**src/source/isa_pkg.sv**
```systemverilog
package isa_pkg;

    localparam int DATA_WIDTH     = 32;
    localparam int REG_ADDR_WIDTH = 5;

    ////////////////////////////////////////////////
    // instruction word layout
    // [31:28] opcode  [27:23] rd  [22:18] rj
    // [17:13] rk      [12] spare  [11:0] imm
    ////////////////////////////////////////////////
    localparam int OPCODE_LSB = 28;
    localparam int RD_LSB     = 23;
    localparam int RJ_LSB     = 18;
    localparam int RK_LSB     = 13;
    localparam int IMM_WIDTH  = 12;     // imm sits at bit 0

    typedef enum logic [3:0] {
        op_nop  = 4'h0,
        op_add  = 4'h1,
        op_sub  = 4'h2,
        op_and  = 4'h3,
        op_or   = 4'h4,
        op_xor  = 4'h5,
        op_addi = 4'h6,
        op_lui  = 4'h7
    } opcode_e;

    typedef logic [REG_ADDR_WIDTH-1:0] reg_addr_t;
    typedef logic [DATA_WIDTH-1:0]     word_t;

    // one decode lane's result, 54 bits
    typedef struct packed {
        logic      valid;
        opcode_e   opcode;
        reg_addr_t rd;
        reg_addr_t rj;
        reg_addr_t rk;
        logic      uses_rk;     // three-register ops only
        logic      writes_rd;
        word_t     imm;         // already extended / shifted
    } decoded_t;

endpackage
```
**src/source/pipe_pkg.sv**
```systemverilog
package pipe_pkg;

    ////////////////////////////////////////////////
    // pipeline transport structs
    ////////////////////////////////////////////////

    // one instruction from the fetch side, 65 bits
    typedef struct packed {
        logic          valid;
        isa_pkg::word_t pc;
        isa_pkg::word_t ir;
    } fetch_slot_t;

    // registered result of one lane, 38 bits
    typedef struct packed {
        logic              valid;
        isa_pkg::reg_addr_t rd;
        isa_pkg::word_t     value;
    } wb_t;

endpackage

```
**src/source/instr_decoder.sv**
```systemverilog
`timescale 1ns/1ps

module instr_decoder (
    input  pipe_pkg::fetch_slot_t i_slot,
    output isa_pkg::decoded_t     o_decoded
);
    import isa_pkg::*;

    logic [3:0]           raw_op;
    logic [IMM_WIDTH-1:0] raw_imm;
    opcode_e              opcode;

    always_comb begin
        raw_op  = i_slot.ir[OPCODE_LSB +: 4];
        raw_imm = i_slot.ir[IMM_WIDTH-1:0];

        // anything outside the table decodes as nop
        case (opcode_e'(raw_op))
            op_add, op_sub, op_and, op_or, op_xor, op_addi, op_lui: begin
                opcode = opcode_e'(raw_op);
            end
            default: opcode = op_nop;
        endcase
    end

    always_comb begin
        o_decoded.valid     = i_slot.valid;
        o_decoded.opcode    = opcode;
        o_decoded.rd        = i_slot.ir[RD_LSB +: REG_ADDR_WIDTH];
        o_decoded.rj        = i_slot.ir[RJ_LSB +: REG_ADDR_WIDTH];
        o_decoded.rk        = i_slot.ir[RK_LSB +: REG_ADDR_WIDTH];
        o_decoded.uses_rk   = opcode inside {op_add, op_sub, op_and, op_or, op_xor};
        o_decoded.writes_rd = (opcode != op_nop);

        case (opcode)
            op_addi: o_decoded.imm = {{(DATA_WIDTH-IMM_WIDTH){raw_imm[IMM_WIDTH-1]}}, raw_imm};
            op_lui:  o_decoded.imm = {raw_imm, {(DATA_WIDTH-IMM_WIDTH){1'b0}}};  // upper bits
            default: o_decoded.imm = '0;
        endcase
    end

endmodule

```
**config.mk**
```make
export PLATFORM = sky130hd
export DESIGN_NAME = instr_decoder
export DESIGN_NICKNAME = d
export VERILOG_FILES = /design/src/source/isa_pkg.sv /design/src/source/pipe_pkg.sv /design/src/source/instr_decoder.sv
export SDC_FILE = /design/constraint.sdc
export NUM_CORES = 1
export LEC_CHECK = 0
export ABC_AREA = 1
export BUFFER_PORTS_ARGS = -buffer_cell sky130_fd_sc_hd__buf_2
export CORE_MARGIN = 2
export CORE_UTILIZATION = 25
export DETAILED_ROUTE_END_ITERATION = 10
export PLACE_DENSITY = 0.87
export SKIP_LAST_GASP = 1
export SLEW_MARGIN = 20
export SYNTH_ARGS = -nofsm -noshare
export SYNTH_HDL_FRONTEND = slang
export SYNTH_SLANG_ARGS = --single-unit
```
**constraint.sdc**
```tcl
create_clock -name vclk -period 1.2
set_clock_uncertainty 0.2 [all_clocks]
set_input_delay 0.12 -clock vclk [all_inputs]
set_output_delay 0.12 -clock vclk [all_outputs]
set_load 0.02 [all_outputs]
```
==> run summary <==
Sw Ratio: 58.26%
Yosys top cell area share: 37.50%
Design Area, Final: 809.5 um2
Initial Util: 27.00%
first-pass GRT wire length: 2504 um
sequential cells: 0
Pwr Density: 278.5 mW/mm2
CP cell instances: buf_8 -> nor2_4 -> nand3_2 -> buf_6 -> clkinvlp_4 -> buf_6
largest family of logic cells by synthesized area: buffers and inverters
NetSw: 0.0001313 W
max-cap check violation count: 0
Die Span Y: 50.50 um
Synth Cell Area: 540.5 um2
DR iter-0 viols: 6
hold path cells: 0
number of setup buffers added after CTS: 0
fin. max-slew vios: 0
WL final: 1670 um
die area: 0.002550 mm2
vias in the first global route: 563
Max IR drop VDD: 0.1353 mV
number of cells produced by synthesis: 96
CP required: 880 ps
status: finished with violations
area grow syn2layout: 49.77%
Critical Path Max Stage Delay: 160 ps
crit-path max FO: 5
worst hold-check path type: input port to output pin
ANT cells: 0
Setup crit end kind: output pin
unrepaired setup endpoints after global routing: true
via/cell ratio: 4.142
hold path endpoint: o_decoded[41]
initial antenna violation count: 0
post-route ant nets: 0
GPL Wtd Cong: 0.7046
post-synthesis mux area share: 0%
Hold Fails Final Rpt: 0
Nets: 195
leading area contributor after synthesis: buf_4
HPWL Detailed: 1230 um
Synth area leaders: buf_4, inv_1, nor2_2
syn avg cell area: 5.630 um2
Syn Nets: 161
share of power burned in registers: 0%
gr usage total: 12.14%
fraction of layout cells with a size suffix above 1: 62.50%
critical path's slowest cell: nor2_4
1st-pass router iterations: 4
chip width: 50.50 um
CP bufs+invs: 4
hold_sp: i_slot[20]
drt wl/cell: 10.77 um
Warnings, synthesis: 0
register area: 0 um2
Max Fclk: 824.7 MHz
Remaining DRCs: 0
# IOs: 119
Final min period: 1213 ps
Post-Synth XOR/XNOR Area: 0%
final setup fails: 5
Compound-Gate Fraction of Synth Area: 0%
clkbuf count: 0
worst setup margin: -12.59 ps
pin count of the biggest net entering global routing: 12
P_leak: 0.5466 nW
Cell Int Power: 0.00009411 W
core footprint: 0.002002 mm2
Critical Path Start: i_slot[31]
register area share after synthesis: 0%
simple-gate share of the synthesized area: 44.44%
CP dominant cell by count: buf_6
Top delay family on crit path: buffers and inverters
Rows: 16
fillcell total: 212
Unique masters post-synth: 13
commonest non-fill, non-tap cell in the layout: buf_2
Setup crit start kind: input port
worst hold margin: 40.01 ps
Area after DPL: 683.2 um2
crit path kind: input port to output pin
Overflow after GRT: 0
Clk pwr share: 0%
failing checks: negative setup slack
Port Buffers: 53
count of hold-fix buffers inserted at cts: 0
period utilization: 101.0%
Comb pwr share: 100.0%
Post-Synth Adder-Cell Area: 0%
overall via count from detail_route: 642
commonest non-fill, non-tap cells in the layout: buf_2, buf_4, inv_1
WP data arrival: 890 ps
## how the worst max path moves through the flow
stage          slack (ps)  cells after the start       endpoint
6_report              -10                      6  o_decoded[16]
5_1_grt               -70                      6  o_decoded[16]
4_1_cts              -0.4                      7  o_decoded[16]
3_5_place_dp          -60                      6  o_decoded[16]
3_3_place_gp          -50                      6  o_decoded[17]
2_1_floorplan          30                      6  o_decoded[12]
## kinds of logic (layout without fill, tap and decap cells)
| family | after synthesis | after routing |
|---|---|---|
| buffers and inverters | 48 | 80 |
| other | 1 | 1 |
| and+or+nand+nor | 47 | 47 |
## power by group through the flow
| stage | registers, W | clock network, W | logic, W |
|---|---|---|---|
| 3_3_place_gp | 0 | 0 | 0.000193 |
| 2_1_floorplan | 0 | 0 | 0.000200 |
| 4_1_cts | 0 | 0 | 0.000206 |
| 6_report | 0 | 0 | 0.000225 |
| 5_1_grt | 0 | 0 | 0.000244 |
| 3_5_place_dp | 0 | 0 | 0.000196 |
## repair_timing
| action | CTS | global route |
|---|---|---|
| setup endpoints to repair | 20 | 34 |
| resized for setup | 14 | 28 |
| cloned | 1 | 0 |
| pin swaps | 2 | 3 |
## metrics by stage
| step | setup TNS (ps) | cells | util [%] | total power (W) | setup slack, ps |
|---|---|---|---|---|---|
| 2_1_floorplan | 0 | 96 | - | 0.0001998 | 31.66 |
| 3_3_place_gp | -597.4 | 154 | 34.13 | 0.0001935 | -50.89 |
| 3_5_place_dp | -857.2 | 154 | 34.13 | 0.0001961 | -60.70 |
| 4_1_cts | -0.3821 | 155 | 36.44 | 0.0002056 | -0.3821 |
| 5_1_grt | -766.5 | 155 | 40.44 | 0.0002440 | -71.24 |
| 6_report | -59.77 | 155 | 40.44 | 0.0002255 | -12.59 |
## routing by layer
| layer | vias to the layer above | part of all wire [%] | track usage, % |
|---|---|---|---|
| li1 | 316 | - | - |
| met1 | 278 | 39 | 14.34 |
| met2 | 44 | 51 | 22.81 |
| met3 | 4 | 9.8 | 2.976 |
| met4 | 0 | 0.72 | 0.9009 |
| met5 | - | 0 | 0 |
## Yosys cell counts
cell,instances
buf_4,27
buf_6,2
conb_1,1
inv_1,17
inv_2,2
nand2_1,15
nand2_2,1
nand3_1,11
nand3_2,1
nor2_1,6
nor2_2,10
nor2_4,2
nor3_1,1
## area by class of cell
type | count | area [um2] | share of cell area (%)
Multi-Input combinational cell | 48 | 251.5 | 31.07
Timing Repair inverter | 1 | 5.005 | 0.6182
Tap cell | 27 | 33.78 | 4.173
Inverter | 19 | 77.57 | 9.583
Timing Repair Buffer | 60 | 441.7 | 54.56
(Power assumes the default switching activity.)
