**src/source/isa_pkg.sv**
```systemverilog
package isa_pkg;

    localparam int DATA_WIDTH     = 32;
    localparam int REG_ADDR_WIDTH = 5;

    ////////////////////////////////////////////////
    // instruction word layout
    // [31:28] opcode  [27:23] rd  [22:18] rj
    // [17:13] rk      [12] spare  [11:0] imm
    ////////////////////////////////////////////////
    localparam int OPCODE_LSB = 28;
    localparam int RD_LSB     = 23;
    localparam int RJ_LSB     = 18;
    localparam int RK_LSB     = 13;
    localparam int IMM_WIDTH  = 12;     // imm sits at bit 0

    typedef enum logic [3:0] {
        op_nop  = 4'h0,
        op_add  = 4'h1,
        op_sub  = 4'h2,
        op_and  = 4'h3,
        op_or   = 4'h4,
        op_xor  = 4'h5,
        op_addi = 4'h6,
        op_lui  = 4'h7
    } opcode_e;

    typedef logic [REG_ADDR_WIDTH-1:0] reg_addr_t;
    typedef logic [DATA_WIDTH-1:0]     word_t;

    // one decode lane's result, 54 bits
    typedef struct packed {
        logic      valid;
        opcode_e   opcode;
        reg_addr_t rd;
        reg_addr_t rj;
        reg_addr_t rk;
        logic      uses_rk;     // three-register ops only
        logic      writes_rd;
        word_t     imm;         // already extended / shifted
    } decoded_t;

endpackage
```
**src/source/pipe_pkg.sv**
```systemverilog
package pipe_pkg;

    ////////////////////////////////////////////////
    // pipeline transport structs
    ////////////////////////////////////////////////

    // one instruction from the fetch side, 65 bits
    typedef struct packed {
        logic          valid;
        isa_pkg::word_t pc;
        isa_pkg::word_t ir;
    } fetch_slot_t;

    // registered result of one lane, 38 bits
    typedef struct packed {
        logic              valid;
        isa_pkg::reg_addr_t rd;
        isa_pkg::word_t     value;
    } wb_t;

endpackage

```
**src/source/issue_execute.sv**
```systemverilog
`timescale 1ns/1ps

module issue_execute #(
    parameter int ISSUE_WIDTH = 2
) (
    input  logic                             clk,
    input  logic                             i_reset,
    input  isa_pkg::decoded_t                i_decoded [ISSUE_WIDTH],
    input  isa_pkg::word_t                   i_rdata [2*ISSUE_WIDTH],
    output isa_pkg::reg_addr_t               o_raddr [2*ISSUE_WIDTH],
    output logic [$clog2(ISSUE_WIDTH+1)-1:0] o_issue_count,
    output pipe_pkg::wb_t                    o_wb [ISSUE_WIDTH]
);
    import isa_pkg::*;

    localparam int COUNT_WIDTH = $clog2(ISSUE_WIDTH + 1);

    logic [ISSUE_WIDTH-1:0] issue;
    word_t                  result [ISSUE_WIDTH];

    function automatic word_t alu(input decoded_t d, input word_t a, input word_t b);
        case (d.opcode)
            op_add:  return a + b;      // wraps at 32 bits
            op_sub:  return a - b;
            op_and:  return a & b;
            op_or:   return a | b;
            op_xor:  return a ^ b;
            op_addi: return a + d.imm;
            op_lui:  return d.imm;
            default: return '0;
        endcase
    endfunction

    ////////////////////////////////////////////////
    // in-order issue selection
    ////////////////////////////////////////////////
    always_comb begin
        logic in_order;
        logic hazard;
        in_order      = 1'b1;
        o_issue_count = '0;
        for (int k = 0; k < ISSUE_WIDTH; k++) begin
            hazard = 1'b0;
            for (int j = 0; j < k; j++) begin
                if (i_decoded[j].writes_rd && (i_decoded[j].rd != '0)) begin
                    if ((i_decoded[j].rd == i_decoded[k].rj) ||
                        (i_decoded[k].uses_rk && (i_decoded[j].rd == i_decoded[k].rk))) begin
                        hazard = 1'b1;  // producer in same packet
                    end
                end
            end
            issue[k]      = in_order && i_decoded[k].valid && !hazard;
            in_order      = issue[k];   // a stalled lane blocks the younger ones
            o_issue_count = o_issue_count + COUNT_WIDTH'(issue[k]);
        end
    end

    // operands straight from the register file
    always_comb begin
        for (int k = 0; k < ISSUE_WIDTH; k++) begin
            o_raddr[2*k]     = i_decoded[k].rj;
            o_raddr[2*k + 1] = i_decoded[k].rk;
            result[k]        = alu(i_decoded[k], i_rdata[2*k], i_rdata[2*k + 1]);
        end
    end

    ////////////////////////////////////////////////
    // write-back register
    ////////////////////////////////////////////////
    always_ff @(posedge clk) begin
        for (int k = 0; k < ISSUE_WIDTH; k++) begin
            o_wb[k].rd    <= i_decoded[k].rd;
            o_wb[k].value <= result[k];
            if (i_reset) begin
                o_wb[k].valid <= 1'b0;
            end else begin
                o_wb[k].valid <= issue[k] && i_decoded[k].writes_rd;  // nop retires silently
            end
        end
    end

endmodule

```
**config.mk**
```make
export PLATFORM = sky130hd
export DESIGN_NAME = issue_execute
export DESIGN_NICKNAME = d
export VERILOG_FILES = /design/src/source/isa_pkg.sv /design/src/source/pipe_pkg.sv /design/src/source/issue_execute.sv
export SDC_FILE = /design/constraint.sdc
export NUM_CORES = 1
export LEC_CHECK = 0
export BUFFER_PORTS_ARGS = -buffer_cell sky130_fd_sc_hd__clkbuf_2
export CAP_MARGIN = 10
export CORE_MARGIN = 2
export CORE_UTILIZATION = 34
export DETAILED_ROUTE_END_ITERATION = 10
export GPL_TIMING_DRIVEN = 0
export PLACE_DENSITY_LB_ADDON = 0.25
export SYNTH_ARGS = -nofsm -noshare
export SYNTH_HDL_FRONTEND = slang
export SYNTH_SLANG_ARGS = --single-unit
```
**constraint.sdc**
```tcl
create_clock -name clk -period 6.7 [get_ports clk]
set_clock_uncertainty 0.1 [all_clocks]
set_input_delay 1.675 -clock clk [delete_from_list [all_inputs] [get_ports clk]]
set_output_delay 1.675 -clock clk [all_outputs]
set_load 0.01 [all_outputs]
```
==> results of run 1 <==
==> power breakdown <==
group	total (mW)	internal, mW	leakage, nW	switching (mW)
Sequential	0.521	0.504	0.631	0.0169
Combinational	0.906	0.357	5.71	0.549
Clock	0.505	0.265	0.139	0.240
==> worst paths after layout <==
check  depth (start not counted)           start  slack, ns  endpoint
min                            1   i_decoded[48]       1.30  o_wb[36]
max                           17  i_decoded[105]       0.15  o_wb[67]
==> area by class of cell <==
| type | count | area [sq um] | share of cell area [%] |
|---|---|---|---|
| antenna | 1 | 2.50 | 0.0188 |
| buffer | 90 | 419 | 3.15 |
| clock buffer | 10 | 239 | 1.79 |
| clock inverter | 6 | 47.5 | 0.357 |
| inverter | 146 | 548 | 4.11 |
| multi-input combinational | 1166 | 8430 | 63.2 |
| sequential | 76 | 1520 | 11.4 |
| tap | 402 | 503 | 3.78 |
| timing repair buffer | 323 | 1620 | 12.1 |
==> through the flow <==
stage          area [sq um]  total power [mW]  TNS (ns)  util (%)
2_1_floorplan         10900              1.07         0         -
3_3_place_gp          13000              1.41     -1.28      41.2
3_5_place_dp          13000              1.42     -1.55      41.2
4_1_cts               13300              1.94         0      42.2
5_1_grt               13300              2.06         0      42.2
6_report              13300              1.93         0      42.2
==> cells by family after synthesis <==
group | after synthesis | synth area share, %
XOR/XNOR | 65 | 5.23
multiplexers | 9 | 0.827
AND/OR/NAND/NOR | 336 | 14.8
AO/OA/AOI/OAI | 549 | 32.4
buffers and inverters | 236 | 8.84
flip-flops | 76 | 14.0
adder cells (fa/ha/maj) | 207 | 23.9
==> synthesized netlist by cell type (3+ instances only) <==
library cell,count
a211oi_1,18
a21boi_0,5
a21o_1,22
a21oi_1,150
a221oi_1,4
a222oi_1,20
a22oi_1,65
a311oi_1,4
a31oi_1,12
and2_1,5
and3_1,9
buf_4,20
clkbuf_1,68
dfxtp_1,76
ha_1,205
inv_1,145
mux2i_1,9
nand2_1,83
nand2b_1,13
nand3_1,21
nand4_1,13
nor2_1,97
nor2b_1,9
nor3_1,42
nor4_1,16
o2111ai_1,3
o211ai_1,37
o21a_1,3
o21ai_0,120
o21bai_1,9
o221ai_1,18
o22ai_1,26
o311ai_0,6
o31ai_1,10
o41ai_1,3
or2_2,3
or3_1,8
or4_1,10
xnor2_1,35
xor2_1,30
==> critical path: stages <==
cell	delay [ns]
clkbuf_2	0.15
clkbuf_1	0.48
inv_1	0.42
nor2_1	0.23
clkbuf_2	0.34
a22oi_1	0.11
o21ai_0	0.12
ha_1	0.29
o21ai_0	0.15
nor2_1	0.12
o31ai_1	0.52
o21ai_0	0.31
a221o_1	0.44
a221oi_1	0.64
o41ai_1	0.21
xnor2_1	0.30
o221ai_1	0.17
==> metal layers <==
| layer | global-route usage [%] | up-vias |
|---|---|---|
| met4 | 12.5 | 2 |
| met5 | 0 | - |
| met2 | 40.2 | 675 |
| li1 | - | 6115 |
| met1 | 34.5 | 6041 |
| met3 | 4.41 | 99 |
==> repair_timing <==
| action | 4_1_cts | 5_1_grt |
|---|---|---|
| hold endpoints to repair | 0 | 0 |
| endpoints found under the setup margin | 0 | 15 |
| buffers inserted | 0 | 0 |
| resized for setup | 0 | 9 |
==> run metrics, run 1 <==
GRT Residual Overflow=0; most frequent cells in the layout=clkbuf_2 (327), ha_1 (205), a21oi_1 (150); pre-CTS WS=-0.234 ns; cts bufs inserted=9; Vias=roughly 13,000; Final min period=around 6.5 ns; Yosys cell types=slightly above 60; die width=183 um; met2 WL=about 20,000 um; slew margin rel.=a little over a third; PortBufs=about 320; clock sinks=76; post-route non-filler standard cell count=between 2,000 and 2,500; ranking of synthesized cells by area=ha_1 (24%), dfxtp_1 (14%), a21oi_1 (6.9%), o21ai_0 (5.5%), inv_1 (5.0%); die area=between 30,000 and 40,000 sq um; crit end category=flip-flop; Post-CTS Hold Fix Bufs=0; largest net degree at the start of global routing=15; Slew Viols, Final=0; register area share after synthesis=roughly 14%; syn nets=~1,900; final setup vio count=0; Die Y=183 um; first-pass GRT wire length=roughly 67,000 um; routability cong.=0.942; num ports=336; Residual DRC=0; Synth area leader=ha_1; Final Hold Violating Endpoints=0; power density over the cells=between 100 and 150 nW/um^2; GRT Util Overall=roughly a quarter; max_cap viols=0; Req. time, crit path=~7 ns; DP HPWL=about 36,000 um; Leakage Power=between 6 and 7 nW; Reg clk slew, reported paths=around 0.08 ns; Final period util=around 98%; Synth-to-Final Area Change=22.3%; Clock Tree Root=clkbuf_16; Final ANT Viol Nets=0; fmax=0.153 GHz; Gate Count Post-Synth=about 1,500; nets=~2,300; CTS tree=done; layout cells sized above 1=between 20% and 30%; yosys warns=0; CP arrival=approximately 6.7 ns; post-synth top area share=23.5%; max reg flops=between 70 and 80; drt initial violations=roughly 1,100; wl on met1=19,800 um; Regs by FF count=o_wb (76); metal3 WL=around 3800 um; FP Rows=65; Crit Path Category=in2reg; drt total wl=about 45,000 um; Clock Path Buffers=2; DR top layer=met5; post-synthesis async set-or-reset flop share=0%; hold slack=about 1.3 ns; H-tree depth=3; core area=31,600 sq um; final setup margin=0.153 ns; Biggest register=o_wb; WL per Instance=~20 um; Post-synth EDFFs=0; crit path max fanout=10; Mean Syn Cell Area=7.37 sq um; initial antenna violation count=2; worst slew pin tran=about 0.97 ns; post-DR vias/cell=slightly below 6; VDD IR max=between 0.1 and 0.15 mV; synthesis-stage register bit count=76; CP startpoint kind=input port; drt first pass iters=6; Filler Cell Count=3,374; outcome=finished, final reports clean; vias in the first global route=around 12,000; RSZ-0062 raised after global routing=false; Min-Delay Path Class=in2reg; mapped cell area=~11,000 sq um; Post-synth top flop=dfxtp_1; placed insts=about 2,200; effective utilization at floorplan=34.5%; most common cell after layout, fill and taps aside=clkbuf_2
Note: power is estimated with default switching activity, not from simulation.
==> run 2: changes to the inputs <==
CORE_UTILIZATION = 50   (was 34)
REMOVE_ABC_BUFFERS = 1   (was unset)
==> run metrics, run 2 (same netlist as run 1, synthesis figures left out) <==
Fin Setup TNS=0 ns (unchanged); worst slew pin tran=0.988 ns (+0.0193 ns); Crit-path slowest cell=nor3_1; crit path max fanout=6 (-4); Reg clk slew, reported paths=0.07 ns (about the same); Final Hold Violating Endpoints=0 (unchanged); drt initial violations=898 (-20%); effective utilization at floorplan=50.4% (+16 points); Clock Path Buffers=2 (unchanged); drt first pass iters=7 (+1); Residual DRC=0 (unchanged); initial antenna violation count=2 (unchanged); Vias=12,400 (-4.1%); most frequent cells in the layout=clkbuf_2 (313), ha_1 (205), a21oi_1 (150); GRT Util Overall=30.1% (+4.3 points); Die Y=152 um (-17%); Req. time, crit path=6.81 ns (-0.02 ns); final setup margin=0.403 ns (+0.250 ns); Regs by FF count=o_wb (76); Leakage Power=6.38 nW (-1.6%); routability cong.=0.924 (-1.9%); nets=2,171 (-3.8%); Clock Tree Root=clkbuf_16; Final Instance Area=13,000 sq um (-2.6%); VDD IR max=0.127 mV (+5.0%); slew margin rel.=34.0% (-1.4 points); vias in the first global route=11,400 (-5.0%); hold slack=1.31 ns (+0.00971 ns); Slew Viols, Final=0 (unchanged); H-tree depth=3 (unchanged); cts bufs inserted=9 (unchanged); drt total wl=36,000 um (-20%); # Post-CTS Setup Buffers=0 (unchanged); power density over the cells=146 nW/um^2 (+0.64%); WL per Instance=17.9 um (-11%); max_cap viols=0 (unchanged); layout cells sized above 1=21.2% (+0.45 points); die area=23,000 sq um (-31%); DP HPWL=27,500 um (-23%); die width=152 um (-17%); worst path cell trace=clkbuf_2 > inv_1 > ha_1 > nand3_1 > nor3_2 > nand3_1 > nor3_1 > a211oi_1 > a21oi_1 > o22ai_1 > ha_1 > nand2_1 > o21ai_0 > nor3_1 > o21bai_1 > a41o_1 > a31oi_1 > o21ai_0 > xnor2_1 > o211ai_1; Min-Delay Path Class=in2reg; num ports=336 (unchanged); Crit Path Category=in2reg; Final min period=6.30 ns (-0.250 ns); PortBufs=314 (-2.8%); final setup vio count=0 (unchanged); kind of cell adding the most delay to the critical path=simple AND/OR/NAND/NOR gates; placed inst area=12,600 sq um (-3.0%); Final ANT Viol Nets=0 (unchanged); most common cell after layout, fill and taps aside=clkbuf_2; fmax=0.159 GHz (+4.0%); crit end category=flip-flop; GRT Residual Overflow=0 (unchanged); post-DR vias/cell=6.16 (+5.8%); CP arrival=6.41 ns (-0.27 ns); outcome=finished, final reports clean; max incr delay on CP=0.68 ns (+0.04 ns); CTS tree=done; Biggest register=o_wb; pre-CTS WS=-0.567 ns (-0.333 ns); WP buf/inv=2 (-2); core area=21,600 sq um (-31%); FP Rows=54 (-17%); Resized Gates After CTS=1 (+1); RSZ-0062 raised after global routing=false; CP startpoint kind=input port; Final period util=94.0% (-3.7 points); max reg flops=76 (unchanged); first-pass GRT wire length=55,700 um (-16%); Synth-to-Final Area Change=19.1%; largest net degree at the start of global routing=55 (+40); clock sinks=76 (unchanged); Post-CTS Hold Fix Bufs=0 (unchanged)
==> run 2: cell count changes in the layout (fill, tap and decap cells not counted), sizes merged <==
cell      delta
buf          -8
bufinv       +1
clkbuf      -79
clkinv       +3
clkinvlp     -1
inv          -2
==> run 2: per-stage QoR <==
stage	instances	power [mW]	utilization (%)
floorplan	1388	1.04	-
global placement	1982	1.34	57.4
detailed placement	1993	1.37	58.4
CTS	2009	1.89	59.8
global route	2012	2.03	60.0
finish	2012	1.89	60.0
==> run 2: where the power goes <==
group / total (mW) / internal, mW / switching [mW] / leakage, nW
combinational: 0.857 / 0.351 / 0.506 / 5.60
clock: 0.517 / 0.288 / 0.229 / 0.149
sequential: 0.519 / 0.504 / 0.0154 / 0.631
total: 1.89 / 1.14 / 0.750 / 6.38
==> run 2: per-layer routing <==
| layer | global-route usage [%] | wire [um] |
|---|---|---|
| met3 | 4.61 | 3130 |
| met2 | 52.3 | 17400 |
| met1 | 37.6 | 14500 |
| met4 | 11.3 | 908 |
| met5 | 0 | 13 |
==> run 2: worst paths after layout <==
| kind | startpoint | to | slack, ns | depth (start not counted) |
|---|---|---|---|---|
| worst min-delay path | i_decoded[46] | o_wb[34] | 1.31 | 1 |
| worst max-delay path | i_rdata[0] | o_wb[27] | 0.40 | 20 |
==> run 2: final cells by class <==
type | instances | area (sq um)
Fill cell | 2045 | 8640
Multi-Input combinational cell | 1166 | 8470
Timing Repair Buffer | 327 | 1790
Sequential cell | 76 | 1520
Inverter | 146 | 549
Tap cell | 280 | 350
Clock buffer | 9 | 225
Clock inverter | 7 | 67.6
Antenna cell | 1 | 2.50
