===== src/source/isa_pkg.sv =====
package isa_pkg;

    localparam int DATA_WIDTH     = 32;
    localparam int REG_ADDR_WIDTH = 5;

    ////////////////////////////////////////////////
    // instruction word layout
    // [31:28] opcode  [27:23] rd  [22:18] rj
    // [17:13] rk      [12] spare  [11:0] imm
    ////////////////////////////////////////////////
    localparam int OPCODE_LSB = 28;
    localparam int RD_LSB     = 23;
    localparam int RJ_LSB     = 18;
    localparam int RK_LSB     = 13;
    localparam int IMM_WIDTH  = 12;     // imm sits at bit 0

    typedef enum logic [3:0] {
        op_nop  = 4'h0,
        op_add  = 4'h1,
        op_sub  = 4'h2,
        op_and  = 4'h3,
        op_or   = 4'h4,
        op_xor  = 4'h5,
        op_addi = 4'h6,
        op_lui  = 4'h7
    } opcode_e;

    typedef logic [REG_ADDR_WIDTH-1:0] reg_addr_t;
    typedef logic [DATA_WIDTH-1:0]     word_t;

    // one decode lane's result, 54 bits
    typedef struct packed {
        logic      valid;
        opcode_e   opcode;
        reg_addr_t rd;
        reg_addr_t rj;
        reg_addr_t rk;
        logic      uses_rk;     // three-register ops only
        logic      writes_rd;
        word_t     imm;         // already extended / shifted
    } decoded_t;

endpackage

===== src/source/pipe_pkg.sv =====
package pipe_pkg;

    ////////////////////////////////////////////////
    // pipeline transport structs
    ////////////////////////////////////////////////

    // one instruction from the fetch side, 65 bits
    typedef struct packed {
        logic          valid;
        isa_pkg::word_t pc;
        isa_pkg::word_t ir;
    } fetch_slot_t;

    // registered result of one lane, 38 bits
    typedef struct packed {
        logic              valid;
        isa_pkg::reg_addr_t rd;
        isa_pkg::word_t     value;
    } wb_t;

endpackage


===== src/source/instr_buffer.sv =====
`timescale 1ns/1ps

module instr_buffer #(
    parameter int ISSUE_WIDTH  = 2,
    parameter int BUFFER_DEPTH = 8
) (
    input  logic                               clk,
    input  logic                               i_reset,
    input  pipe_pkg::fetch_slot_t              i_fetch [ISSUE_WIDTH],
    input  logic [$clog2(ISSUE_WIDTH+1)-1:0]   i_issue_count,
    output pipe_pkg::fetch_slot_t              o_head [ISSUE_WIDTH],
    output logic                               o_full
);
    import pipe_pkg::*;

    localparam int PTR_W       = $clog2(BUFFER_DEPTH);   // depth is a power of two
    localparam int CNT_W       = $clog2(BUFFER_DEPTH + 1);
    localparam int COUNT_WIDTH = $clog2(ISSUE_WIDTH + 1);

    fetch_slot_t            mem [BUFFER_DEPTH];
    logic [PTR_W-1:0]       rd_ptr;
    logic [PTR_W-1:0]       wr_ptr;
    logic [CNT_W-1:0]       occupancy;
    logic [COUNT_WIDTH-1:0] slot_offset [ISSUE_WIDTH];
    logic [COUNT_WIDTH-1:0] push_count;
    logic [COUNT_WIDTH-1:0] push_amount;
    logic                   push;

    // full when a whole packet no longer fits
    assign o_full = (occupancy > CNT_W'(BUFFER_DEPTH - ISSUE_WIDTH));

    ////////////////////////////////////////////////
    // packet compaction
    ////////////////////////////////////////////////
    always_comb begin
        push_count = '0;
        for (int k = 0; k < ISSUE_WIDTH; k++) begin
            slot_offset[k] = push_count;    // valid slots before this one
            push_count     = push_count + COUNT_WIDTH'(i_fetch[k].valid);
        end
        push        = (push_count != '0) && !o_full;
        push_amount = push ? push_count : '0;
    end

    always_ff @(posedge clk) begin
        if (push) begin
            for (int k = 0; k < ISSUE_WIDTH; k++) begin
                if (i_fetch[k].valid) begin
                    mem[wr_ptr + PTR_W'(slot_offset[k])] <= i_fetch[k];
                end
            end
        end
    end

    ////////////////////////////////////////////////
    // pointers and occupancy
    ////////////////////////////////////////////////
    always_ff @(posedge clk) begin
        if (i_reset) begin
            rd_ptr    <= '0;
            wr_ptr    <= '0;
            occupancy <= '0;
        end else begin
            rd_ptr    <= rd_ptr + PTR_W'(i_issue_count);
            wr_ptr    <= wr_ptr + PTR_W'(push_amount);
            occupancy <= occupancy + CNT_W'(push_amount) - CNT_W'(i_issue_count);
        end
    end

    // oldest entries, slot 0 first
    always_comb begin
        for (int k = 0; k < ISSUE_WIDTH; k++) begin
            o_head[k]       = mem[rd_ptr + PTR_W'(k)];
            o_head[k].valid = (occupancy > k);  // stale entries masked
        end
    end

endmodule


===== config.mk =====
export PLATFORM = sky130hd
export DESIGN_NAME = instr_buffer
export DESIGN_NICKNAME = d
export VERILOG_FILES = /design/src/source/isa_pkg.sv /design/src/source/pipe_pkg.sv /design/src/source/instr_buffer.sv
export SDC_FILE = /design/constraint.sdc
export NUM_CORES = 1
export LEC_CHECK = 0
export BUFFER_PORTS_ARGS = -buffer_cell sky130_fd_sc_hd__buf_2
export CAP_MARGIN = 20
export CORE_MARGIN = 3
export CORE_UTILIZATION = 50
export DETAILED_ROUTE_END_ITERATION = 7
export PLACE_DENSITY_LB_ADDON = 0.05
export SLEW_MARGIN = 0
export SYNTH_ARGS = -nofsm -noshare
export SYNTH_HDL_FRONTEND = slang
export SYNTH_SLANG_ARGS = --single-unit
export TNS_END_PERCENT = 10

===== constraint.sdc =====
create_clock -name clk -period 7.9 [get_ports clk]
set_clock_uncertainty 0.05 [all_clocks]
set_input_delay 2.37 -clock clk [delete_from_list [all_inputs] [get_ports clk]]
set_output_delay 2.37 -clock clk [all_outputs]
set_load 0.005 [all_outputs]

==> flow_summary.ini, run 1 <==
[route]
post-route-drc-count = 0
antenna_violating_nets_post_route = 0
drt_via_density = 6.38
initialDrtViolationCount = 1468
num_vias = 17200
route.detailed.wl_per_inst_um = 30.1
first_pass_iters = 5
wl_um = 81200

[place]
placed_cell_area_um2 = 32400
post-place-cells = 2580
dp_hpwl_um = 46200
rd_place_congestion = 0.754
io_buffers = 264

[synthesis]
proportion_of_synthesized_chip_area_in_sequential_cells = 0.510
yosysMostFrequentCell = sky130_fd_sc_hd__edfxtp_1
synth_nets = 1790
post_synth_instance_area_um2 = 30500
synth_area_leaders = sky130_fd_sc_hd__edfxtp_1 50%, sky130_fd_sc_hd__mux4_2 19%, sky130_fd_sc_hd__mux2_2 15%
synth_edf_count = 512
synth_ff_type = sky130_fd_sc_hd__edfxtp_1
post_synth_most_frequent_cells = 512 x sky130_fd_sc_hd__edfxtp_1, 408 x sky130_fd_sc_hd__mux2_2, 256 x sky130_fd_sc_hd__mux4_2
syn_avg_cell_area_um2 = 18.6
postSynthRegisterBits = 522
netlist.top_cell.by_area = sky130_fd_sc_hd__edfxtp_1
share_of_synthesized_registers_carrying_an_async_set_or_reset = 0
synth.yosys.warnings = 0
synth.distinct_cells = 36
synth_largest_type_area_fraction = 0.504
syn-instance-count = 1638

[worst_setup_path]
crit_required_ps = 5480
setup.worst_path.class = register to primary output
timing.critical_path.arrival_ps = 3850
crit_path_end_kind = primary output
critical_path.max_fanout = 107
critPathLaunchType = register

[clock_network]
cts_tree = built
ctsHoldBuffers = 0
clk-insertion-delay-late_ps = 610
cts_buffer_depth = 3
buffer_count_from_post_cts_setup_fixing = 0
postCtsResizedCells = 0
cts_num_sinks = 522
cts_h_tree_depth = 2
cts_inserted_buffers = 59
cts.reportedPaths.clkPinSlew_ps = 50
root_buffer = sky130_fd_sc_hd__clkbuf_16

[timing]
actual_slew_at_the_worst_max_slew_pin_ps = 1100
finalSetupTns_ps = 0
timing.hold.ws_ps = 653
timing.final.crit_period_ps = 6270
final-hold-violation-count = 0
tightest_slew_margin_relative_to_the_limit = 0.267
maxClockFrequency_mhz = 160
min_period_over_period = 0.793
timing.final.max_slew_violations = 0
timing.final.setup_violations = 0
rsz_0062_raised_after_global_routing = false

[global_route]
grt_usage = 0.254
globalRouteOverflowTotal = 0
grt_max_degree = 108
grt_pass1_wl_um = 119000
grt_antenna_before_repair = 15
number_of_global_route_vias_before_repair = 18000

[final_layout]
finalNonFillerCells = 2693
layout.cell_area.non_filler_um2 = 34200
nFillCells = 4616
final_layout_net_count = 2021
areaGrowthSynthToFinish_pct = 11.9
final_layout_size_suffix_gt1_frac = 0.605

[die]
floorplan.die.width_um = 253
start_util = 0.512
fp.coreArea_um2 = 59700
std_cell_rows = 89
die_area_um2 = 64100
ioPinCount = 265
chipHeight_um = 253

[power]
powerDensity_nw_per_um2 = 257
leakage_nw = 11.4
power.ir.vdd_worst_v = 0.000242
post-layout-total-power_mw = 8.78

[outcome]
run_status = completed

[hold_path]
min_path_type = register to register

[job]
maxCapViolCount = 0
worst max-delay path, stage by stage, from the launching register on:
cell and delay [ps]:
sky130_fd_sc_hd__dfxtp_4 740, sky130_fd_sc_hd__buf_12 590, sky130_fd_sc_hd__buf_4 730, sky130_fd_sc_hd__mux4_2 580, sky130_fd_sc_hd__mux2_2 300, sky130_fd_sc_hd__buf_2 140
routing by layer:
metal	global-route usage	vias up	routed length [um]
met5	0	-	89
met4	0.0585	14	1520
met3	0.0460	118	4940
met2	0.421	516	40300
met1	0.354	9177	34400
li1	-	7359	-
cells in the final DEF, fill, tap and decap left out, types with 13 or more instances in the layout:
cell type	count
sky130_fd_sc_hd__clkbuf_16	61
sky130_fd_sc_hd__inv_1	16
sky130_fd_sc_hd__edfxtp_1	512
sky130_fd_sc_hd__mux4_2	256
sky130_fd_sc_hd__ha_1	13
sky130_fd_sc_hd__mux2_1	134
sky130_fd_sc_hd__clkinv_1	17
sky130_fd_sc_hd__mux2_4	98
sky130_fd_sc_hd__mux2_2	408
sky130_fd_sc_hd__clkbuf_1	14
sky130_fd_sc_hd__buf_2	264
sky130_fd_sc_hd__buf_4	25
flip-flops by register name, summed over array words and instances (netlist names):
register / cells
rd_ptr: 3
occupancy: 4
mem: 512
wr_ptr: 3
layout make-up:
cell class | count | area [um2] | area share
sequential | 522 | 15600 | 0.456
multi-input combinational | 972 | 14100 | 0.413
timing repair buffer | 298 | 1700 | 0.0497
clock buffer | 75 | 1580 | 0.0462
tap | 773 | 967 | 0.0283
clock inverter | 29 | 149 | 0.00436
inverter | 16 | 60.1 | 0.00176
antenna | 8 | 20.0 | 0.000586
stage by stage:
step           setup slack (ps)  utilization
2_1_floorplan              -588            -
3_3_place_gp               2260        0.542
3_5_place_dp               2210        0.543
4_1_cts                    1540        0.572
5_1_grt                    1380        0.572
6_report                   1630        0.572
logic make-up (layout without fill, tap and decap cells):
| family | after synthesis | after routing | share of synthesized area |
|---|---|---|---|
| multiplexers | 896 | 896 | 0.437 |
| flip-flops | 522 | 522 | 0.510 |
| AND/OR/NAND/NOR | 37 | 37 | 0.00660 |
| AO/OA/AOI/OAI | 14 | 14 | 0.00340 |
| other | 0 | 8 | 0 |
| buffers and inverters | 144 | 418 | 0.0323 |
| adder cells (fa/ha/maj) | 18 | 18 | 0.00836 |
| XOR/XNOR | 7 | 7 | 0.00225 |
report_power, final:
group          switching [mW]  internal, mW
clock network            1.10          1.42
logic                    1.28          1.38
registers               0.161          3.43
total                    2.54          6.23
worst paths after layout:
check	from	end	slack (ps)	cells after the start
setup / recovery	rd_ptr[0]	o_head[90]	1630	5
hold / removal	wr_ptr[2]	wr_ptr[2]	650	2
setup reg to reg	wr_ptr[0]	mem[0][2]	4340	5
hold reg to reg	wr_ptr[2]	wr_ptr[2]	650	2
Power figures use the tool's default switching activity.
==> run 2, diff against run 1 <==
==> constraint.sdc (replaced) <==
create_clock -name clk -period 6.6 [get_ports clk]
set_clock_uncertainty 0.05 [all_clocks]
set_input_delay 1.98 -clock clk [delete_from_list [all_inputs] [get_ports clk]]
set_output_delay 1.98 -clock clk [all_outputs]
set_load 0.005 [all_outputs]
==> run 2 against run 1 <==
Against the previous run:
- register-to-register slack worse by 1300 ps
- sequential share of layout area fell by 0.14 points
- highest routed layer unchanged
- clock power increased by 23%
- non-clock buffer count increased by 6
- combinational power grew 21%
- via count fell by 0.17%
- total power increased by 21%
- sequential power rose by 20%
- cell area up 0.30%
- sequential cell count unchanged
==> flow_summary.ini, run 2 (same netlist as run 1, synthesis figures left out) <==
[final_layout]
final_layout_size_suffix_gt1_frac = 0.608
layout.cells.most_common_list = 512 x sky130_fd_sc_hd__edfxtp_1, 408 x sky130_fd_sc_hd__mux2_2, 264 x sky130_fd_sc_hd__buf_2, 256 x sky130_fd_sc_hd__mux4_2, 134 x sky130_fd_sc_hd__mux2_1
final_layout_net_count = 2027
number_of_flip_flops_under_the_largest_register_name = 512
finalNonFillerCells = 2699
final_common_cell = sky130_fd_sc_hd__edfxtp_1
areaGrowthSynthToFinish_pct = 12.2
layout.cell_area.non_filler_um2 = 34300
final_core_utilization = 0.574

[route]
route.detailed.wl_per_inst_um = 30.1
antenna_violating_nets_post_route = 0
initialDrtViolationCount = 1333
wl_um = 81100
post-route-drc-count = 0
first_pass_iters = 5
num_vias = 17200
drt_via_density = 6.36

[clock_network]
cts.reportedPaths.clkPinSlew_ps = 60
cts_buffer_depth = 3
buffer_count_from_post_cts_setup_fixing = 0
cts_num_sinks = 522
cts_tree = built
postCtsResizedCells = 0
ctsHoldBuffers = 0
clk-insertion-delay-late_ps = 600
cts_inserted_buffers = 59
cts_h_tree_depth = 2
root_buffer = sky130_fd_sc_hd__clkbuf_16

[timing]
timing.final.max_slew_violations = 0
final-hold-violation-count = 0
setup_slack_ps = 1290
finalSetupTns_ps = 0
maxClockFrequency_mhz = 188
actual_slew_at_the_worst_max_slew_pin_ps = 955
timing.hold.ws_ps = 634
timing.final.setup_violations = 0
tightest_slew_margin_relative_to_the_limit = 0.363
rsz_0062_raised_after_global_routing = false
timing.final.crit_period_ps = 5310
min_period_over_period = 0.804

[global_route]
grt_max_degree = 107
grt_antenna_before_repair = 14
globalRouteOverflowTotal = 0
grt_pass1_wl_um = 121000
number_of_global_route_vias_before_repair = 18500
grt_usage = 0.255

[worst_setup_path]
setup.worst_path.class = register to primary output
timing.critical_path.arrival_ps = 3280
crit_path_end_kind = primary output
crit_required_ps = 4570
critical_path.max_fanout = 26
critPathMaxStageDelay_ps = 660
critPathLaunchType = register
critical-path-slowest-cell = sky130_fd_sc_hd__dfxtp_4
path_cells = ha_4 -> buf_4 -> mux4_2 -> mux2_2 -> buf_2

[place]
io_buffers = 264
post-place-cells = 2586
placed_cell_area_um2 = 32400
dp_hpwl_um = 48500
rd_place_congestion = 0.754
placement.setup.worst_slack_ps = 1420

[hold_path]
min_path_type = register to register

[power]
sequentialPowerShare = 0.405
post-layout-total-power_mw = 10.6
power.share.combinational = 0.302
internal_power_mw = 7.55
powerDensity_nw_per_um2 = 310
power.ir.vdd_worst_v = 0.000243
power_frac_clock = 0.293
leakage_nw = 11.5
power_switching_share = 0.290
switchingPower_mw = 3.08

[job]
maxCapViolCount = 0

[die]
start_util = 0.512
die_area_um2 = 64100
floorplan.die.width_um = 253
std_cell_rows = 89
chipHeight_um = 253
fp.coreArea_um2 = 59700
ioPinCount = 265

[outcome]
run_status = completed
run 2: cell count changes in the layout (fill, tap and decap cells not counted), sizes merged:
| cell | before | now |
|---|---|---|
| diode | 8 | 7 |
| clkinv | 28 | 25 |
| bufinv | 1 | 4 |
| inv | 16 | 17 |
| buf | 298 | 304 |
run 2: power groups by stage:
stage	Sequential (mW)	Clock, mW	Combinational, mW
after floorplan	4.28	0	2.16
after global placement	4.35	0	3.20
after detailed placement	4.37	0	3.24
after CTS	4.30	3.18	3.25
after global routing	4.34	3.31	3.44
final	4.30	3.11	3.22
run 2: layer usage:
| metal | up-vias | track usage | share of wire |
|---|---|---|---|
| met1 | 9179 | 0.355 | 0.43 |
| met5 | - | 0 | 0.00067 |
| met4 | 8 | 0.0559 | 0.019 |
| met3 | 105 | 0.0472 | 0.061 |
| li1 | 7346 | - | - |
| met2 | 517 | 0.424 | 0.49 |
run 2: path summary, 6_finish.rpt:
path              from    endpoint  slack (ps)  cells after the start
max          rd_ptr[0]  o_head[15]        1290                      5
min          wr_ptr[2]   wr_ptr[2]         630                      2
max reg2reg  wr_ptr[0]   mem[0][1]        3070                      5
min reg2reg  wr_ptr[2]   wr_ptr[2]         630                      2
run 2: final cells by class:
cell class,count,area [um2]
clock buffers,75,1540
flip-flops and latches,522,15600
fillers,4613,25400
diodes,7,17.5
repair buffers,304,1750
well taps,773,967
inverters,16,60.1
clock inverters,30,243
multi-input cells,972,14100
run 2: worst max-delay path: cells and delay by family (launching register included):
kind                     cells  cell delay [ps]
buffers and inverters        2              590
multiplexers                 2              880
adder cells (fa/ha/maj)      1              500
flip-flops                   1              660
==> run 3, diff against run 2 <==
--- a/config.mk
+++ b/config.mk
@@ -5,6 +5,7 @@
 export SDC_FILE = /design/constraint.sdc
 export NUM_CORES = 1
 export LEC_CHECK = 0
+export ABC_AREA = 1
 export BUFFER_PORTS_ARGS = -buffer_cell sky130_fd_sc_hd__buf_2
 export CAP_MARGIN = 20
 export CORE_MARGIN = 3
==> constraint.sdc (replaced) <==
create_clock -name clk -period 4.8 [get_ports clk]
set_clock_uncertainty 0.05 [all_clocks]
set_input_delay 1.44 -clock clk [delete_from_list [all_inputs] [get_ports clk]]
set_output_delay 1.44 -clock clk [all_outputs]
set_load 0.005 [all_outputs]
==> run 3 against run 2 <==
Against the previous run:
- final cell count up 100%
- sequential power grew 37%
- sequential share of layout area decreased by 3.4 points
- global-route usage increased by 8.0 points
- worst hold slack got worse by 41 ps
- total power rose by 57%
- combinational power increased by 85%
- critical endpoint is now o_head[21]
- largest cell class unchanged
- largest power group is now combinational cells
==> flow_summary.ini, run 3 <==
[outcome]
run_status = completed

[place]
io_buffers = 264
rd_place_congestion = 0.831
placement.setup.worst_slack_ps = 632
dp_hpwl_um = 63200

[final_layout]
final_layout_size_suffix_gt1_frac = 0.103
multiInputGateArea_um2 = 14900
final_layout_net_count = 4657
areaGrowthSynthToFinish_pct = 8.62
final_common_cell = sky130_fd_sc_hd__nand2_1
layout.cells.most_common_list = 1802 x sky130_fd_sc_hd__nand2_1, 526 x sky130_fd_sc_hd__nand3_1, 512 x sky130_fd_sc_hd__edfxtp_1, 387 x sky130_fd_sc_hd__a21oi_1, 284 x sky130_fd_sc_hd__inv_1
layout.area.seq_um2 = 15600
number_of_flip_flops_under_the_largest_register_name = 512
nFillCells = 6343

[die]
ioPinCount = 265
start_util = 0.506
die_area_um2 = 71300
floorplan.die.width_um = 267
std_cell_rows = 95
fp.coreArea_um2 = 67400
chipHeight_um = 267

[worst_setup_path]
regToRegStartpoint = wr_ptr[0]
reg2reg_to = mem[0][28]
timing.critical_path.arrival_ps = 2910
critPathLaunchType = register
reg2reg_setup_slack_ps = 1640
critical_path.max_fanout = 64
setup.worst_path.class = register to primary output
crit_path_end_kind = primary output
crit_required_ps = 3310
reg2regPathDepth = 9

[hold_path]
hold_path.startpoint = wr_ptr[2]
hold-path-endpoint = wr_ptr[2]
worstHoldPathCells = 2
min_path_type = register to register

[clock_network]
clk-insertion-delay-late_ps = 640
cts.reportedPaths.clkPinSlew_ps = 60
postCtsResizedCells = 0
cts_num_sinks = 522
cts_inserted_buffers = 60
ctsHoldBuffers = 0
cts_h_tree_depth = 2
root_buffer = sky130_fd_sc_hd__clkbuf_16
cts_buffer_depth = 3
buffer_count_from_post_cts_setup_fixing = 0
cts_tree = built

[timing]
timing.final.setup_violations = 0
maxClockFrequency_mhz = 227
timing.hold.ws_ps = 593
actual_slew_at_the_worst_max_slew_pin_ps = 1100
min_period_over_period = 0.917
setup_slack_ps = 399
finalSetupTns_ps = 0
tightest_slew_margin_relative_to_the_limit = 0.267
timing.final.crit_period_ps = 4400
final-hold-violation-count = 0
rsz_0062_raised_after_global_routing = false
timing.final.max_slew_violations = 0

[route]
initialDrtViolationCount = 3441
first_pass_iters = 6
antenna_violating_nets_post_route = 0
drt_via_density = 5.88
route.detailed.wl_per_inst_um = 22.3
post-route-drc-count = 0
wl_um = 121000
num_vias = 32000

[synthesis]
synth.distinct_cells = 27
synth_ff_type = sky130_fd_sc_hd__edfxtp_1
synth_edf_count = 512
post_synth_instance_area_um2 = 34100
synth.yosys.warnings = 0
proportion_of_synthesized_chip_area_in_sequential_cells = 0.457
synth_area_leaders = sky130_fd_sc_hd__edfxtp_1 45%, sky130_fd_sc_hd__nand2_1 20%, sky130_fd_sc_hd__nand3_1 7.7%
share_of_synthesized_registers_carrying_an_async_set_or_reset = 0
synth_nets = 4749
netlist.top_cell.by_area = sky130_fd_sc_hd__edfxtp_1
syn-instance-count = 4597
synth_largest_type_area_fraction = 0.451
yosysMostFrequentCell = sky130_fd_sc_hd__nand2_1
postSynthRegisterBits = 522
syn_avg_cell_area_um2 = 7.41
post_synth_most_frequent_cells = 1818 x sky130_fd_sc_hd__nand2_1, 526 x sky130_fd_sc_hd__nand3_1, 512 x sky130_fd_sc_hd__edfxtp_1

[global_route]
number_of_global_route_vias_before_repair = 29300
grt_max_degree = 197
grt_antenna_before_repair = 21
globalRouteOverflowTotal = 0
grt_usage = 0.335
grt_pass1_wl_um = 181000

[power]
powerDensity_nw_per_um2 = 450
power.ir.vdd_worst_v = 0.000303
leakage_nw = 16.8

[job]
maxCapViolCount = 0
==> run 3: final cells by class <==
cell class              instances  area share
multi-input cells            3293       0.402
well taps                     873      0.0295
clock buffers                  72      0.0423
clock inverters                38      0.0120
repair buffers                340      0.0623
inverters                     288      0.0296
diodes                         13    0.000879
flip-flops and latches        522       0.421
==> run 3: worst max-delay path, stage by stage (launching register included) <==
cell and delay, ps:
sky130_fd_sc_hd__dfxtp_4 600, sky130_fd_sc_hd__ha_4 630, sky130_fd_sc_hd__buf_12 400, sky130_fd_sc_hd__o211ai_1 150, sky130_fd_sc_hd__nand2_1 100, sky130_fd_sc_hd__nand2_1 50
sky130_fd_sc_hd__nand2_1 170, sky130_fd_sc_hd__buf_2 140
==> run 3: kinds of logic after synthesis <==
| logic type | after synthesis | share of synthesized area |
|---|---|---|
| AND/OR/NAND/NOR | 2371 | 0.281 |
| AO/OA/AOI/OAI | 900 | 0.142 |
| buffers and inverters | 782 | 0.112 |
| flip-flops | 522 | 0.457 |
| adder cells (fa/ha/maj) | 18 | 0.00749 |
| XOR/XNOR | 4 | 0.00103 |
==> run 3: stage by stage <==
stage / cells / util / total power [mW] / cell area (um2)
after floorplan: 4597 / - / 9.64 / 34100
after global placement: 5316 / 0.519 / 11.8 / 35000
after detailed placement: 5316 / 0.519 / 11.8 / 35000
after CTS: 5426 / 0.549 / 16.6 / 37000
after global routing: 5430 / 0.549 / 17.5 / 37000
final: 5439 / 0.549 / 16.7 / 37000
==> run 3: power breakdown <==
group / switching (mW) / internal [mW] / total (mW)
Combinational: 4.25 / 1.71 / 5.97
Sequential: 0.197 / 5.67 / 5.87
Clock: 1.98 / 2.85 / 4.83
Total: 6.43 / 10.2 / 16.7
==> run 3: worst max path at each step <==
| stage | from | endpoint | slack, ps | cells after the start |
|---|---|---|---|---|
| 5_1_grt | rd_ptr[0] | o_head[21] | 280 | 8 |
| 3_3_place_gp | i_fetch[129] | mem[5][33] | 680 | 8 |
| 4_1_cts | rd_ptr[0] | o_head[21] | 400 | 7 |
| 2_1_floorplan | i_fetch[129] | mem[0][0] | 500 | 8 |
| 3_5_place_dp | i_fetch[129] | mem[0][28] | 630 | 10 |
| 6_report | rd_ptr[0] | o_head[21] | 400 | 7 |
==> run 3: layer usage <==
layer  vias to the layer above  track usage  wire [um]
met3                       288       0.0549      12600
met1                     14900        0.463      49300
met2                      1689        0.535      55400
li1                      15000            -          -
met5                         -            0        109
met4                        16        0.122       3910
